[config.mk]
export PLATFORM = sky130hd
export DESIGN_NAME = channel_ctrl
export DESIGN_NICKNAME = d
export VERILOG_FILES = /design/src/larpix_pkt_pkg.sv /design/src/larpix_cfg_pkg.sv /design/src/channel_ctrl.sv
export SDC_FILE = /design/constraint.sdc
export NUM_CORES = 1
export LEC_CHECK = 0
export BUFFER_PORTS_ARGS = -buffer_cell sky130_fd_sc_hd__buf_4
export CAP_MARGIN = 20
export CORE_MARGIN = 2
export CORE_UTILIZATION = 57
export CTS_CLUSTER_SIZE = 14
export DETAILED_ROUTE_END_ITERATION = 12
export PLACE_DENSITY_LB_ADDON = 0.12
export SLEW_MARGIN = 20
export SYNTH_ARGS = -nofsm -noshare
export SYNTH_HDL_FRONTEND = slang
export SYNTH_SLANG_ARGS = --single-unit
[constraint.sdc]
create_clock -name clk -period 5.42 [get_ports clk]
set_input_delay 0.271 -clock clk [delete_from_list [all_inputs] [get_ports clk]]
set_output_delay 0.271 -clock clk [all_outputs]
set_load 0.03 [all_outputs]
[src/larpix_pkt_pkg.sv]
package larpix_pkt_pkg;

    localparam int ADC_BITS  = 10;  // adc word
    localparam int CHAN_ID_W = 6;   // channel id field
    localparam int TS_W      = 32;  // timestamp field
    localparam int PKT_W     = 64;  // full packet

    // data packet, msb first
    typedef struct packed {
        logic                 parity;      // odd over the other 63 bits
        logic [6:0]           reserved;    // always zero
        logic [7:0]           chip_id;
        logic [CHAN_ID_W-1:0] channel_id;
        logic [TS_W-1:0]      timestamp;   // latched at hit acceptance
        logic [ADC_BITS-1:0]  adc;
    } packet_t;

    // parity bit that makes the whole word odd
    function automatic logic odd_parity(input logic [PKT_W-2:0] bits);
        return ~^bits;
    endfunction

    typedef enum logic [2:0] {
        IDLE,
        HOLD,     // sample high
        CONVERT,  // waiting on adc done
        STORE,    // one cycle write to local fifo
        RESET     // csa reset high
    } chan_state_e;

endpackage

[src/larpix_cfg_pkg.sv]
package larpix_cfg_pkg;

    localparam int REG_ADDR_W = 8;  // host address bits
    localparam int REG_DATA_W = 8;  // host data bits

    // register map, any other address reads zero
    typedef enum logic [REG_ADDR_W-1:0] {
        REG_CHIP_ID        = 8'h00,
        REG_CSA_ENABLE     = 8'h01,
        REG_CHANNEL_MASK   = 8'h02,
        REG_ADC_HOLD_DELAY = 8'h03,
        REG_RESET_LENGTH   = 8'h04
    } reg_addr_e;

    localparam logic [REG_DATA_W-1:0] DEFAULT_CHIP_ID        = 8'd1;
    localparam logic [REG_DATA_W-1:0] DEFAULT_CSA_ENABLE     = 8'hff;  // all csas live
    localparam logic [REG_DATA_W-1:0] DEFAULT_CHANNEL_MASK   = 8'h00;  // nothing masked
    localparam logic [REG_DATA_W-1:0] DEFAULT_ADC_HOLD_DELAY = 8'd2;
    localparam logic [REG_DATA_W-1:0] DEFAULT_RESET_LENGTH   = 8'd2;

    typedef struct packed {
        logic [REG_DATA_W-1:0] chip_id;         // stamped into every packet
        logic [REG_DATA_W-1:0] csa_enable;      // low keeps csa in reset
        logic [REG_DATA_W-1:0] channel_mask;    // high disables channel
        logic [REG_DATA_W-1:0] adc_hold_delay;  // sample cycles
        logic [REG_DATA_W-1:0] reset_length;    // csa reset cycles
    } cfg_t;

    localparam cfg_t CFG_DEFAULT = '{
        chip_id:        DEFAULT_CHIP_ID,
        csa_enable:     DEFAULT_CSA_ENABLE,
        channel_mask:   DEFAULT_CHANNEL_MASK,
        adc_hold_delay: DEFAULT_ADC_HOLD_DELAY,
        reset_length:   DEFAULT_RESET_LENGTH
    };

endpackage
[src/channel_ctrl.sv]
module channel_ctrl #(
    parameter int LOCAL_DEPTH = 4  // local event fifo words
) (
    input  logic                                  clk,
    input  logic                                  arst_n_i,
    input  logic [larpix_pkt_pkg::CHAN_ID_W-1:0]  channel_id_i,
    input  logic [larpix_cfg_pkg::REG_DATA_W-1:0] chip_id_i,
    input  logic                                  csa_enable_i,
    input  logic                                  channel_mask_i,
    input  logic [larpix_cfg_pkg::REG_DATA_W-1:0] adc_hold_delay_i,
    input  logic [larpix_cfg_pkg::REG_DATA_W-1:0] reset_length_i,
    input  logic [larpix_pkt_pkg::TS_W-1:0]       timestamp_i,
    input  logic                                  hit_i,
    input  logic                                  done_i,
    input  logic [larpix_pkt_pkg::ADC_BITS-1:0]   dout_i,
    input  logic                                  local_rd_i,
    output logic                                  sample_o,
    output logic                                  csa_reset_o,
    output logic                                  local_empty_o,
    output larpix_pkt_pkg::packet_t               local_data_o
);
    import larpix_cfg_pkg::*;
    import larpix_pkt_pkg::*;

    localparam int PTR_W = $clog2(LOCAL_DEPTH);
    localparam int CNT_W = $clog2(LOCAL_DEPTH + 1);

    chan_state_e           state_q;
    logic [REG_DATA_W-1:0] cnt_q;     // hold / reset countdown
    logic [REG_DATA_W-1:0] hold_len;  // at least one cycle
    logic [REG_DATA_W-1:0] rst_len;   // at least one cycle
    logic [TS_W-1:0]       ts_q;      // hit time
    logic [ADC_BITS-1:0]   adc_q;     // converted sample
    logic                  accept;
    logic                  local_wr;
    logic                  local_full;
    packet_t               pkt;
    packet_t               mem [LOCAL_DEPTH];
    logic [PTR_W-1:0]      wr_ptr_q;
    logic [PTR_W-1:0]      rd_ptr_q;
    logic [CNT_W-1:0]      count_q;

    assign hold_len = (adc_hold_delay_i == '0) ? REG_DATA_W'(1) : adc_hold_delay_i;
    assign rst_len  = (reset_length_i == '0) ? REG_DATA_W'(1) : reset_length_i;

    // idle channel takes a hit only if live, unmasked and with room
    assign accept = (state_q == IDLE) && hit_i && csa_enable_i && !channel_mask_i
                    && !local_full;

    ////////////////////////////////////////////////////////////////////////////
    // hit / hold / convert / store / reset sequencer
    ////////////////////////////////////////////////////////////////////////////
    always_ff @(posedge clk or negedge arst_n_i) begin
        if (!arst_n_i) begin
            state_q <= IDLE;
            cnt_q   <= '0;
        end else begin
            case (state_q)
                IDLE: begin
                    if (accept) begin
                        state_q <= HOLD;
                        cnt_q   <= hold_len - 1'b1;
                    end
                end
                HOLD: begin
                    if (cnt_q == '0) begin
                        state_q <= CONVERT;
                    end else begin
                        cnt_q <= cnt_q - 1'b1;
                    end
                end
                CONVERT: begin
                    if (done_i) begin
                        state_q <= STORE;  // adc word captured below
                    end
                end
                STORE: begin
                    state_q <= RESET;
                    cnt_q   <= rst_len - 1'b1;
                end
                RESET: begin
                    if (cnt_q == '0) begin
                        state_q <= IDLE;
                    end else begin
                        cnt_q <= cnt_q - 1'b1;
                    end
                end
                default: state_q <= IDLE;
            endcase
        end
    end

    always_ff @(posedge clk) begin
        if (accept) begin
            ts_q <= timestamp_i;
        end
        if (state_q == CONVERT && done_i) begin
            adc_q <= dout_i;
        end
    end

    assign sample_o    = (state_q == HOLD);
    assign csa_reset_o = (state_q == RESET) || !csa_enable_i;  // disabled csa stays reset

    always_comb begin
        pkt            = '0;  // reserved bits zero
        pkt.chip_id    = chip_id_i;
        pkt.channel_id = channel_id_i;
        pkt.timestamp  = ts_q;
        pkt.adc        = adc_q;
        pkt.parity     = odd_parity(pkt[PKT_W-2:0]);
    end

    ////////////////////////////////////////////////////////////////////////////
    // local event fifo, head always visible to the router
    ////////////////////////////////////////////////////////////////////////////
    assign local_wr      = (state_q == STORE);
    assign local_full    = (count_q == CNT_W'(LOCAL_DEPTH));
    assign local_empty_o = (count_q == '0);
    assign local_data_o  = mem[rd_ptr_q];

    always_ff @(posedge clk) begin
        if (local_wr) begin
            mem[wr_ptr_q] <= pkt;
        end
    end

    always_ff @(posedge clk or negedge arst_n_i) begin
        if (!arst_n_i) begin
            wr_ptr_q <= '0;
            rd_ptr_q <= '0;
            count_q  <= '0;
        end else begin
            if (local_wr) begin
                wr_ptr_q <= (wr_ptr_q == PTR_W'(LOCAL_DEPTH - 1)) ? '0 : wr_ptr_q + 1'b1;
            end
            if (local_rd_i) begin
                rd_ptr_q <= (rd_ptr_q == PTR_W'(LOCAL_DEPTH - 1)) ? '0 : rd_ptr_q + 1'b1;
            end
            case ({local_wr, local_rd_i})
                2'b10:   count_q <= count_q + 1'b1;
                2'b01:   count_q <= count_q - 1'b1;
                default: count_q <= count_q;
            endcase
        end
    end

    // room is checked at acceptance, several cycles before STORE
    a_no_local_overflow: assert property (@(posedge clk) disable iff (!arst_n_i)
        local_wr |-> !local_full);

    // hold sampling never overlaps a csa reset
    a_sample_in_hold: assert property (@(posedge clk) disable iff (!arst_n_i)
        sample_o |-> !csa_reset_o);

endmodule

Yosys cells after proc, flatten, opt, wreduce, memory -nomap -nowiden
Memories as Yosys holds them, arrays and structs flattened.
Index checks and enable logic that the tools add are counted.
{ "totals": {"regBits": 60, "ram_bits": 228, "in_bits": 79, "out_inout_bits": 67, "n_memories": 1} }
{ "op_classes": {"add_sub_neg": 7, "n_eq_ne": 14, "mux": 15, "reduce_logical": 20} }
{ "memory_table": {"columns": ["name", "depth", "width", "rd", "rd_clocked_by_memory_dff", "wr", "line", "source"], "rows": [
  ["mem", 4, 57, 1, 0, 1, "channel_ctrl.sv:38", "packet_t mem [LOCAL_DEPTH];"]
]} }
{ "op_table": {"columns": ["cell", "n"], "rows": [
  ["XNOR reduction 63 bit", 1],
  ["two-way mux 8 bit", 4],
  ["logical NOT 8 bit", 3],
  ["case mux 8 bit (3 select lines)", 1],
  ["subtractor 8 x 1 -> 8 bit (second input constant)", 3],
  ["case mux 3 bit (5 select lines)", 1],
  ["two-way mux 3 bit", 4],
  ["!= test 2 bit (second input constant)", 4],
  ["equality test 2 bit (second input constant)", 3],
  ["equality test 3 x 2 -> 1 bit (second input constant)", 2],
  ["equality test 3 bit (second input constant)", 2],
  ["logical NOT 3 bit", 2],
  ["case mux 3 bit (2 select lines)", 1],
  ["logical AND 1 bit", 5],
  ["adder 2 x 1 -> 2 bit (second input constant)", 2],
  ["two-way mux 2 bit", 2],
  ["AND reduction 4 bit", 1],
  ["adder 3 x 1 -> 3 bit (second input constant)", 1],
  ["equality test 3 x 1 -> 1 bit (second input constant)", 1],
  ["logical NOT 1 bit", 3],
  ["AND reduction 3 bit", 1],
  ["nonzero test 3 bit", 1],
  ["subtractor 3 x 1 -> 3 bit (second input constant)", 1],
  ["equality test 2 x 1 -> 1 bit (second input constant)", 1],
  ["5 further kinds", 6]
]} }

Longest topological paths before layout
Gate-level depths: netlist of the first run.
{ "logic_depth": {"ltp_word": 7, "depth_mapped": 9} }

Least setup slack after synthesis of the first run
Ideal clock, no wire load.
{ "synth_path": {"path_type": "flip-flop to flip-flop", "startpoint": "register state_q[2]", "endpoint": "register ts_q[0], enable pin", "setup_ps": 502, "arrival_ps": 3978, "slack_ps": 940, "path_stages_with_launch": 4, "synth_period_minus_slack_ps": 4480, "path_cell_list": "dfrtp_1 buf_2 buf_2 nor4_1"} }
{ "synth_between": {"elab_chain_cells": 5} }
{ "synth_lines": {"columns": ["item", "line", "source"], "rows": [
  ["start: declaration", "channel_ctrl.sv:28", "chan_state_e state_q;"],
  ["start signal: assignment", "channel_ctrl.sv:55", "state_q <= IDLE;"],
  ["start signal: assignment", "channel_ctrl.sv:61", "state_q <= HOLD;"],
  ["start signal: assignment", "channel_ctrl.sv:67", "state_q <= CONVERT;"],
  ["logical NOT 3 bit", "channel_ctrl.sv:47", "assign accept = (state_q == IDLE) && hit_i && csa_enable_i && !channel_mask_i"],
  ["logical AND 1 bit (3 in a row)", "channel_ctrl.sv:47", null],
  ["logical AND 1 bit", "channel_ctrl.sv:48", "&& !local_full;"],
  ["net accept", "channel_ctrl.sv:34", "logic accept;"],
  ["end signal: assignment", "channel_ctrl.sv:95", "ts_q <= timestamp_i;"],
  ["end: declaration", "channel_ctrl.sv:32", "logic [TS_W-1:0] ts_q;"]
]} }
The timed path passes the listed nets, and every way through them passes these cells.
A chain may end at the register's enable or synchronous reset.

==> results.md, run 1 <==
- Status: completed
- CTS tree: done
- Cell total after placement: ~960
- Post-CTS sizing: 0
- Clk_lat worst skew: 0.54 ns
- Reg2reg path depth: 3
- Netlist cell types: between 40 and 50
- Die ar.: between 0.02 and 0.025 mm^2
- Sink Count: 288
- Critical Path Sink Type: primary output
- PD cells: around 480 mW/mm^2
- Overflow after GRT: 0
- CTS max path bufs: 3
- Crit path from: rd_ptr_q[0]
- Reg area: 0.00856 mm^2
- First-pass GRT wire length: 34000 um
- Initial drt markers: 360
- Worst min-delay path class: in -> reg
- Top Ports: 146
- Total CTS buffers: 29
- Vias per cell: roughly 5.5
- Setup TNS: 0 ns
- Layout Nets: 867
- Die height: 146 um
- Mapped cell area: 0.0114 mm^2
- DRT antenna net count: 0
- Initial Utilization: 0.583
- Crit Path Class: reg -> out
- Pre-antenna DRT Iters: 4
- Critical path fanouts, max: 37
- Filler instances: 1196
- GRT Overall Usage: 0.207
- Fraction of layout cells with a size suffix above 1: 0.330
- Hold Fails Final Rpt: 0
- Hpwl dp: about 13000 um
- Reg2reg end: mem[0][40]
- Pleak: approximately 0.0050 uW
- Cell Rows: 51
- Avg Cell Area, Syn: slightly above 20 um^2
- CTS root buffer: clkbuf_16
- Clock transition at path regs: approximately 0.06 ns
- PortBufs: about 140
- Sequential share of the synthesized area: 0.750
- Worst Tran Pin Value: approximately 0.8 ns
- Routed WL per cell: 20.2 um
- Post-Place Worst Slack: 2.56 ns
- R2R Path Start: state_q[2]
- Synth area leader: edfxtp_1
- Placer Congestion: 0.880
- Critical Path RT: ~5.2 ns
- Mapped Cells: ~570
- Clock skew: approximately 0.0093 ns
- Layout area overhead: 26.0%
- Multi-input logic area: 0.00272 mm^2
- Yosys reg bits: 288
- Worst Path Arrival: 2.81 ns
- Ranking of synthesized cells by area: edfxtp_1 71%, mux4_2 11%, xnor2_1 4.0%
- Vias: 5872
- Pin count of the biggest net entering global routing: 53
- Startpoint Class: register
- Number of global-route vias before repair: 6324
- DRC viols: 0
- Critical Path Sink: local_data_o[63]
- Max Fclk: ~320 MHz
- Final setup fails: 0
- Fin util: 0.734
- Overall power: 6870 uW
- Initial antenna violation count: 0
- Core footprint: 0.0196 mm^2
- MaxCap Viol Count: 0
- Peak VDD IR: slightly above 0.0003 V
- Final Cycle Share: 0.569
- H-tree levels: 1
- Final Max Tran Viols: 0
- Total wire length: about 22000 um
- Setup slack, reg-to-reg: 2.62 ns
- Share of the synthesized area in the top cell type: 0.710
- Ys Warns: 0
- Slew HR: 0.479
- RSZ-0062 raised after global routing: false
- Min Tclk post-route: just over 3 ns
- Chip Width: around 150 um
- Worst setup margin: around 2.3 ns
- Final cell count without fillers: around 1100
-- repair_timing --
item / in CTS / in global routing
setup buffers: 0 / 0
hold endpoints to repair: 118 / 0
hold buffers: 58 / 0
-- state kept, by name (all words and copies together), names as in the netlist --
signal    count
mem         228
ts_q         32
adc_q        10
cnt_q         8
count_q       3
state_q       3
rd_ptr_q      2
wr_ptr_q      2
-- worst min path at each step --
stage | startpoint | endpoint | cells after the start
after floorplan | arst_n_i | cnt_q[0] | 0
after global placement | arst_n_i | cnt_q[4] | 1
after detailed placement | arst_n_i | cnt_q[1] | 1
after CTS | done_i | state_q[0] | 3
after global routing | done_i | state_q[0] | 3
final | done_i | state_q[0] | 3
-- synthesized netlist by cell type, drive strengths merged --
cell / number
a21oi: 4
inv: 11
mux2: 5
and4: 1
and3: 4
o31a: 1
nor3b: 8
fa: 1
o211a: 1
o2bb2ai: 1
or4: 3
nor4: 3
or3: 6
nand2b: 1
conb: 1
buf: 17
xor2: 13
clkbuf: 10
ha: 7
dfrtp: 18
nor3: 8
o21ai: 13
mux4: 57
a31oi: 1
a21o: 2
mux2i: 4
nand3b: 1
nand3: 1
a211oi: 1
a32oi: 1
edfxtp: 270
nand4: 1
nor2: 11
o41a: 1
a41o: 1
nor4b: 1
nor2b: 8
xnor2: 52
o211ai: 4
o31ai: 1
nand2: 12
-- metrics by stage --
stage / hold slack (ns) / instance area (um^2)
3_3_place_gp: 0.158 / 12700
5_1_grt: 0.0254 / 14400
6_report: 0.0369 / 14400
3_5_place_dp: 0.162 / 12700
2_1_floorplan: -0.0246 / 11400
4_1_cts: 0.00991 / 14400
-- cells in the final DEF, fill, tap and decap left out, types with 2 or more instances in the layout --
cell and instances:
a21o_1 2, a21oi_1 4, and3_2 3, buf_4 145, bufinv_16 7, clkbuf_1 2
clkbuf_16 29, clkbuf_8 4, clkinv_1 5, clkinv_2 6, conb_1 7, dfrtp_1 16
dlygate4sd3_1 58, edfxtp_1 270, ha_1 7, inv_1 10, mux2_2 5, mux2i_1 4
mux4_2 57, nand2_1 12, nor2_1 11, nor2b_1 8, nor3_1 8, nor3b_1 8
nor4_1 2, o211ai_1 4, o21ai_0 6, o21ai_1 7, or3_1 6, or4_1 3
xnor2_1 52, xor2_1 12
-- logic make-up after synthesis --
| kind of cell | count (synthesis) | synth area share |
|---|---|---|
| xor gates and xnor gates | 65 | 0.0505 |
| DFF | 288 | 0.750 |
| muxes | 66 | 0.121 |
| other | 1 | 0.000328 |
| buffers and inverters | 38 | 0.0155 |
| AOI/OAI and AO/OA | 32 | 0.0190 |
| and+or+nand+nor | 69 | 0.0349 |
| adders and majority gates | 8 | 0.00942 |
-- layout make-up --
| type | instances | area share |
|---|---|---|
| well taps | 265 | 0.0231 |
| clock buffers | 35 | 0.0548 |
| diodes | 1 | 0.000174 |
| flip-flops and latches | 288 | 0.595 |
| repair buffers | 203 | 0.116 |
| multi-input cells | 247 | 0.189 |
| clock inverters | 19 | 0.0186 |
| inverters | 11 | 0.00287 |
-- where the power goes --
part / leakage (uW) / internal (uW) / switching [uW]
registers: 0.00264 / 2510 / 127
logic: 0.00185 / 931 / 1130
clock network: 0.000523 / 1360 / 798
total: 0.00502 / 4810 / 2060
-- critical path: stages, from the launching register on --
cell and delay [ns]:
dfrtp_4 0.72, buf_4 0.71, mux4_2 0.63, buf_4 0.19
-- layer usage --
metal / vias to the layer above / wire, um / global-route usage
met5: - / 0 / 0
met2: 197 / 11000 / 0.354
li1: 2666 / - / -
met1: 2978 / 8950 / 0.281
met4: 0 / 331 / 0.0539
met3: 31 / 1330 / 0.0373
No activity file was read; power rests on OpenSTA's default activity.
==> inputs of run 2 (changes only) <==
ABC_AREA = 1   (was default)
CORE_UTILIZATION = 52   (was 57)
clock period = 2.7 ns   (was 5.42 ns; I/O delays follow)
==> run 2 against run 1 <==
Against the previous run: setup slack worse by 2.1 ns; worst hold slack better by 0.030 ns; core utilization down 8.0 points; first-iteration DRC count up 38%; sequential power up 110%; wire length up 23%; critical endpoint is now local_data_o[7]; non-clock buffer count up 16; global-route usage up 0.74 points.
==> results.md, run 2 <==
- Status: completed (unchanged)
- Netlist cell types: 32 (was 46)
- Setup slack, reg-to-reg: 0.75 ns (was 2.62 ns)
- Cell total after placement: 1497 (was 956)
- Most common cell after layout, fill and taps aside: edfxtp_1 (unchanged)
- Peak VDD IR: 0.000707 V (was 0.000306 V)
- Total CTS buffers: 29 (unchanged)
- Max Fclk: 407 MHz
- CP max stage delay: 0.44 ns (was 0.72 ns)
- Total wire length: 26600 um (was 21600 um)
- Post-synth EDFFs: 270 (unchanged)
- Yosys reg bits: 288 (unchanged)
- Chip Width: 157 um (was 146 um)
- CTS root buffer: clkbuf_16 (unchanged)
- CTS tree: done (unchanged)
- Initial drt markers: 495 (was 360)
- Ys Warns: 0 (unchanged)
- Die ar.: 0.0247 mm^2 (was 0.0212 mm^2)
- Final Cycle Share: 0.911
- Startpoint Class: register (unchanged)
- Min Hold Slack: 0.0670 ns (was 0.0369 ns)
- Min Tclk post-route: ~2.5 ns
- Vias per cell: 5.19 (was 5.49)
- Ant. Diodes: 0 (was 1)
- Die height: 157 um (was 146 um)
- Worst Path Arrival: 2.32 ns (was 2.81 ns)
- CP max-delay cell: clkinv_2 (was dfrtp_4)
- Share of the synthesized area in the top cell type: 0.664 (was 0.710)
- Slew HR: 0.604 (was 0.479)
- First-pass GRT wire length: 41300 um (was 34000 um)
- PD cells: 999 mW/mm^2 (was 477 mW/mm^2)
- Critical path fanouts, max: 36 (was 37)
- Setup Buffers After CTS: 0 (unchanged)
- RSZ-0062 raised after global routing: false (unchanged)
- Sequential share of the synthesized area: 0.701 (was 0.750)
- Cell Chain, Critical Path: clkinv_2, buf_12, o21ai_0, o22ai_1, buf_4 (was buf_4, mux4_2, buf_4)
- Worst Tran Pin Value: 0.594 ns (was 0.781 ns)
- Initial antenna violation count: 0 (unchanged)
- Reg area: 0.00856 mm^2 (unchanged)
- Pleak: 0.00590 uW (was 0.00502 uW)
- Filler instances: 1820 (was 1196)
- Mapped cell area: 0.0122 mm^2 (was 0.0114 mm^2)
- Delay-heaviest family, CP: buffers and inverters (unchanged)
- Pre-antenna DRT Iters: 4 (unchanged)
- Synth cell count leaders: 270 x edfxtp_1, 226 x nand2_1, 151 x nor2_1 (was 270 x edfxtp_1, 57 x mux4_2, 52 x xnor2_1)
- Number of global-route vias before repair: 7985 (was 6324)
- Most flops, register: mem (unchanged)
- Final Max Tran Viols: 0 (unchanged)
- Max FFs per register: 228 (unchanged)
- Crit path buf inv count: 3 (was 2)
- Hold Fails Final Rpt: 0 (unchanged)
- Initial Utilization: 0.525 (was 0.583)
- Sink Count: 288 (unchanged)
- Top Ports: 146 (unchanged)
- Asr flop ratio synth: 0.0625 (unchanged)
- Top-count cell post-synth: edfxtp_1 (unchanged)
- Worst min-delay path class: in -> reg (unchanged)
- Clock skew: 0.00845 ns (was 0.00932 ns)
- Avg Cell Area, Syn: 11.5 um^2 (was 20.1 um^2)
- Fraction of layout cells with a size suffix above 1: 0.178 (was 0.330)
- Layout Nets: 1357 (was 867)
- Critical Path Sink Type: primary output (unchanged)
- Core footprint: 0.0233 mm^2 (was 0.0196 mm^2)
- H-tree levels: 1 (unchanged)
- Routed WL per cell: 16.5 um (was 20.2 um)
- Synth Flop Type: edfxtp_1 (unchanged)
- Clock transition at path regs: 0.06 ns (about the same)
- MaxCap Viol Count: 0 (unchanged)
- DRT antenna net count: 0 (unchanged)
- Largest regs: mem (228), ts_q (32), adc_q (10) (unchanged)
- CTS max path bufs: 3 (unchanged)
- Synth area leader: edfxtp_1 (unchanged)
- DRC viols: 0 (unchanged)
- Hold_buf cts: 61 (was 58)
- Post-CTS sizing: 0 (unchanged)
- Pin count of the biggest net entering global routing: 117 (was 53)
- Final setup fails: 0 (unchanged)
- PortBufs: 138 (unchanged)
- Commonest non-fill, non-tap cells in the layout: 270 x edfxtp_1, 226 x nand2_1, 154 x buf_4 (was 270 x edfxtp_1, 145 x buf_4, 58 x dlygate4sd3_1)
- Layout area overhead: 24.8% (was 26.0%)
- Vias: 8364 (was 5872)
- Hpwl dp: 15800 um (was 13000 um)
- Critical Path RT: 2.57 ns (was 5.15 ns)
- Mapped Cells: 1059 (was 567)
- GRT Overall Usage: 0.215 (was 0.207)
- Overflow after GRT: 0 (unchanged)
- Ranking of synthesized cells by area: edfxtp_1 66%, nand2_1 7.0%, o21ai_0 5.2% (was edfxtp_1 71%, mux4_2 11%, xnor2_1 4.0%)
- Clk_lat worst skew: 0.54 ns (about the same)
- Placer Congestion: 0.840 (was 0.880)
- Setup TNS: 0 ns (unchanged)
- Crit Path Class: reg -> out (unchanged)
- Multi-input logic area: 0.00327 mm^2 (was 0.00272 mm^2)
- Final cell count without fillers: 1611 (was 1069)
- Cell Rows: 56 (was 51)
-- run 2: cell types whose count changed after synthesis, moves of 26 or more --
cell / previous run / this run
o21ai_0: 6 / 127
mux4_2: 57 / 0
nor2_1: 11 / 151
xnor2_1: 52 / 25
o22ai_1: 0 / 57
clkbuf_1: 10 / 36
nand2_1: 12 / 226
inv_1: 10 / 57
-- run 2: path summary, 6_finish.rpt --
path                       depth (start not counted)         startpoint              end
max                                                5        rd_ptr_q[0]  local_data_o[7]
min                                                7  reset_length_i[5]         cnt_q[5]
max reg2reg                                       12            ts_q[8]       mem[2][56]
min reg2reg                                        2           cnt_q[5]         cnt_q[5]
max in group asynchronous                          4           arst_n_i         cnt_q[4]
min in group asynchronous                          3           arst_n_i         cnt_q[7]
-- run 2: cells by family after synthesis --
kind of cell,count (synthesis),synth area share
AO/OA/AOI/OAI,193,0.0858
XOR/XNOR,42,0.0301
adder cells (fa/ha/maj),8,0.00882
buffers and inverters,105,0.0353
flip-flops,288,0.701
other,1,0.000307
AND/OR/NAND/NOR,422,0.138
-- run 2: metal layers --
metal	global-route usage	vias up	part of all wire
met1	0.297	4018	0.45
met3	0.0292	26	0.051
li1	-	4093	-
met5	0	-	0
met4	0.0519	0	0.015
met2	0.363	227	0.48
-- run 2: worst register-to-register path: stages (launching register included) --
cell and delay (ns):
edfxtp_1 0.49, xnor2_1 0.30, inv_1 0.11, nand2_1 0.10, nand2_1 0.08, nand2_1 0.07
nand2_1 0.09, nand2_1 0.08, nand2_1 0.06, nand2_1 0.07, nand2_1 0.05, nand2_1 0.05
nand2_1 0.12
-- run 2: area by class of cell --
class	count	area share
multi-input cells	672	0.215
well taps	319	0.0262
inverters	60	0.0150
repair buffers	219	0.121
clock inverters	13	0.00781
flip-flops and latches	288	0.562
clock buffers	40	0.0523
-- run 2: stage by stage --
stage	power, uW	utilization	setup WS, ns	instance area, um^2
after global placement	11400	0.589	0.815	13700
after global routing	16100	0.655	0.0138	15200
after CTS	15400	0.655	0.190	15200
final	15200	0.655	0.240	15200
after detailed placement	11400	0.589	0.766	13700
after floorplan	9420	-	-0.811	12200
-- run 2: power breakdown --
group | switching (uW) | total [uW] | internal (uW)
sequential | 278 | 5660 | 5380
clock | 1590 | 3830 | 2250
combinational | 3820 | 5720 | 1900
total | 5690 | 15200 | 9530
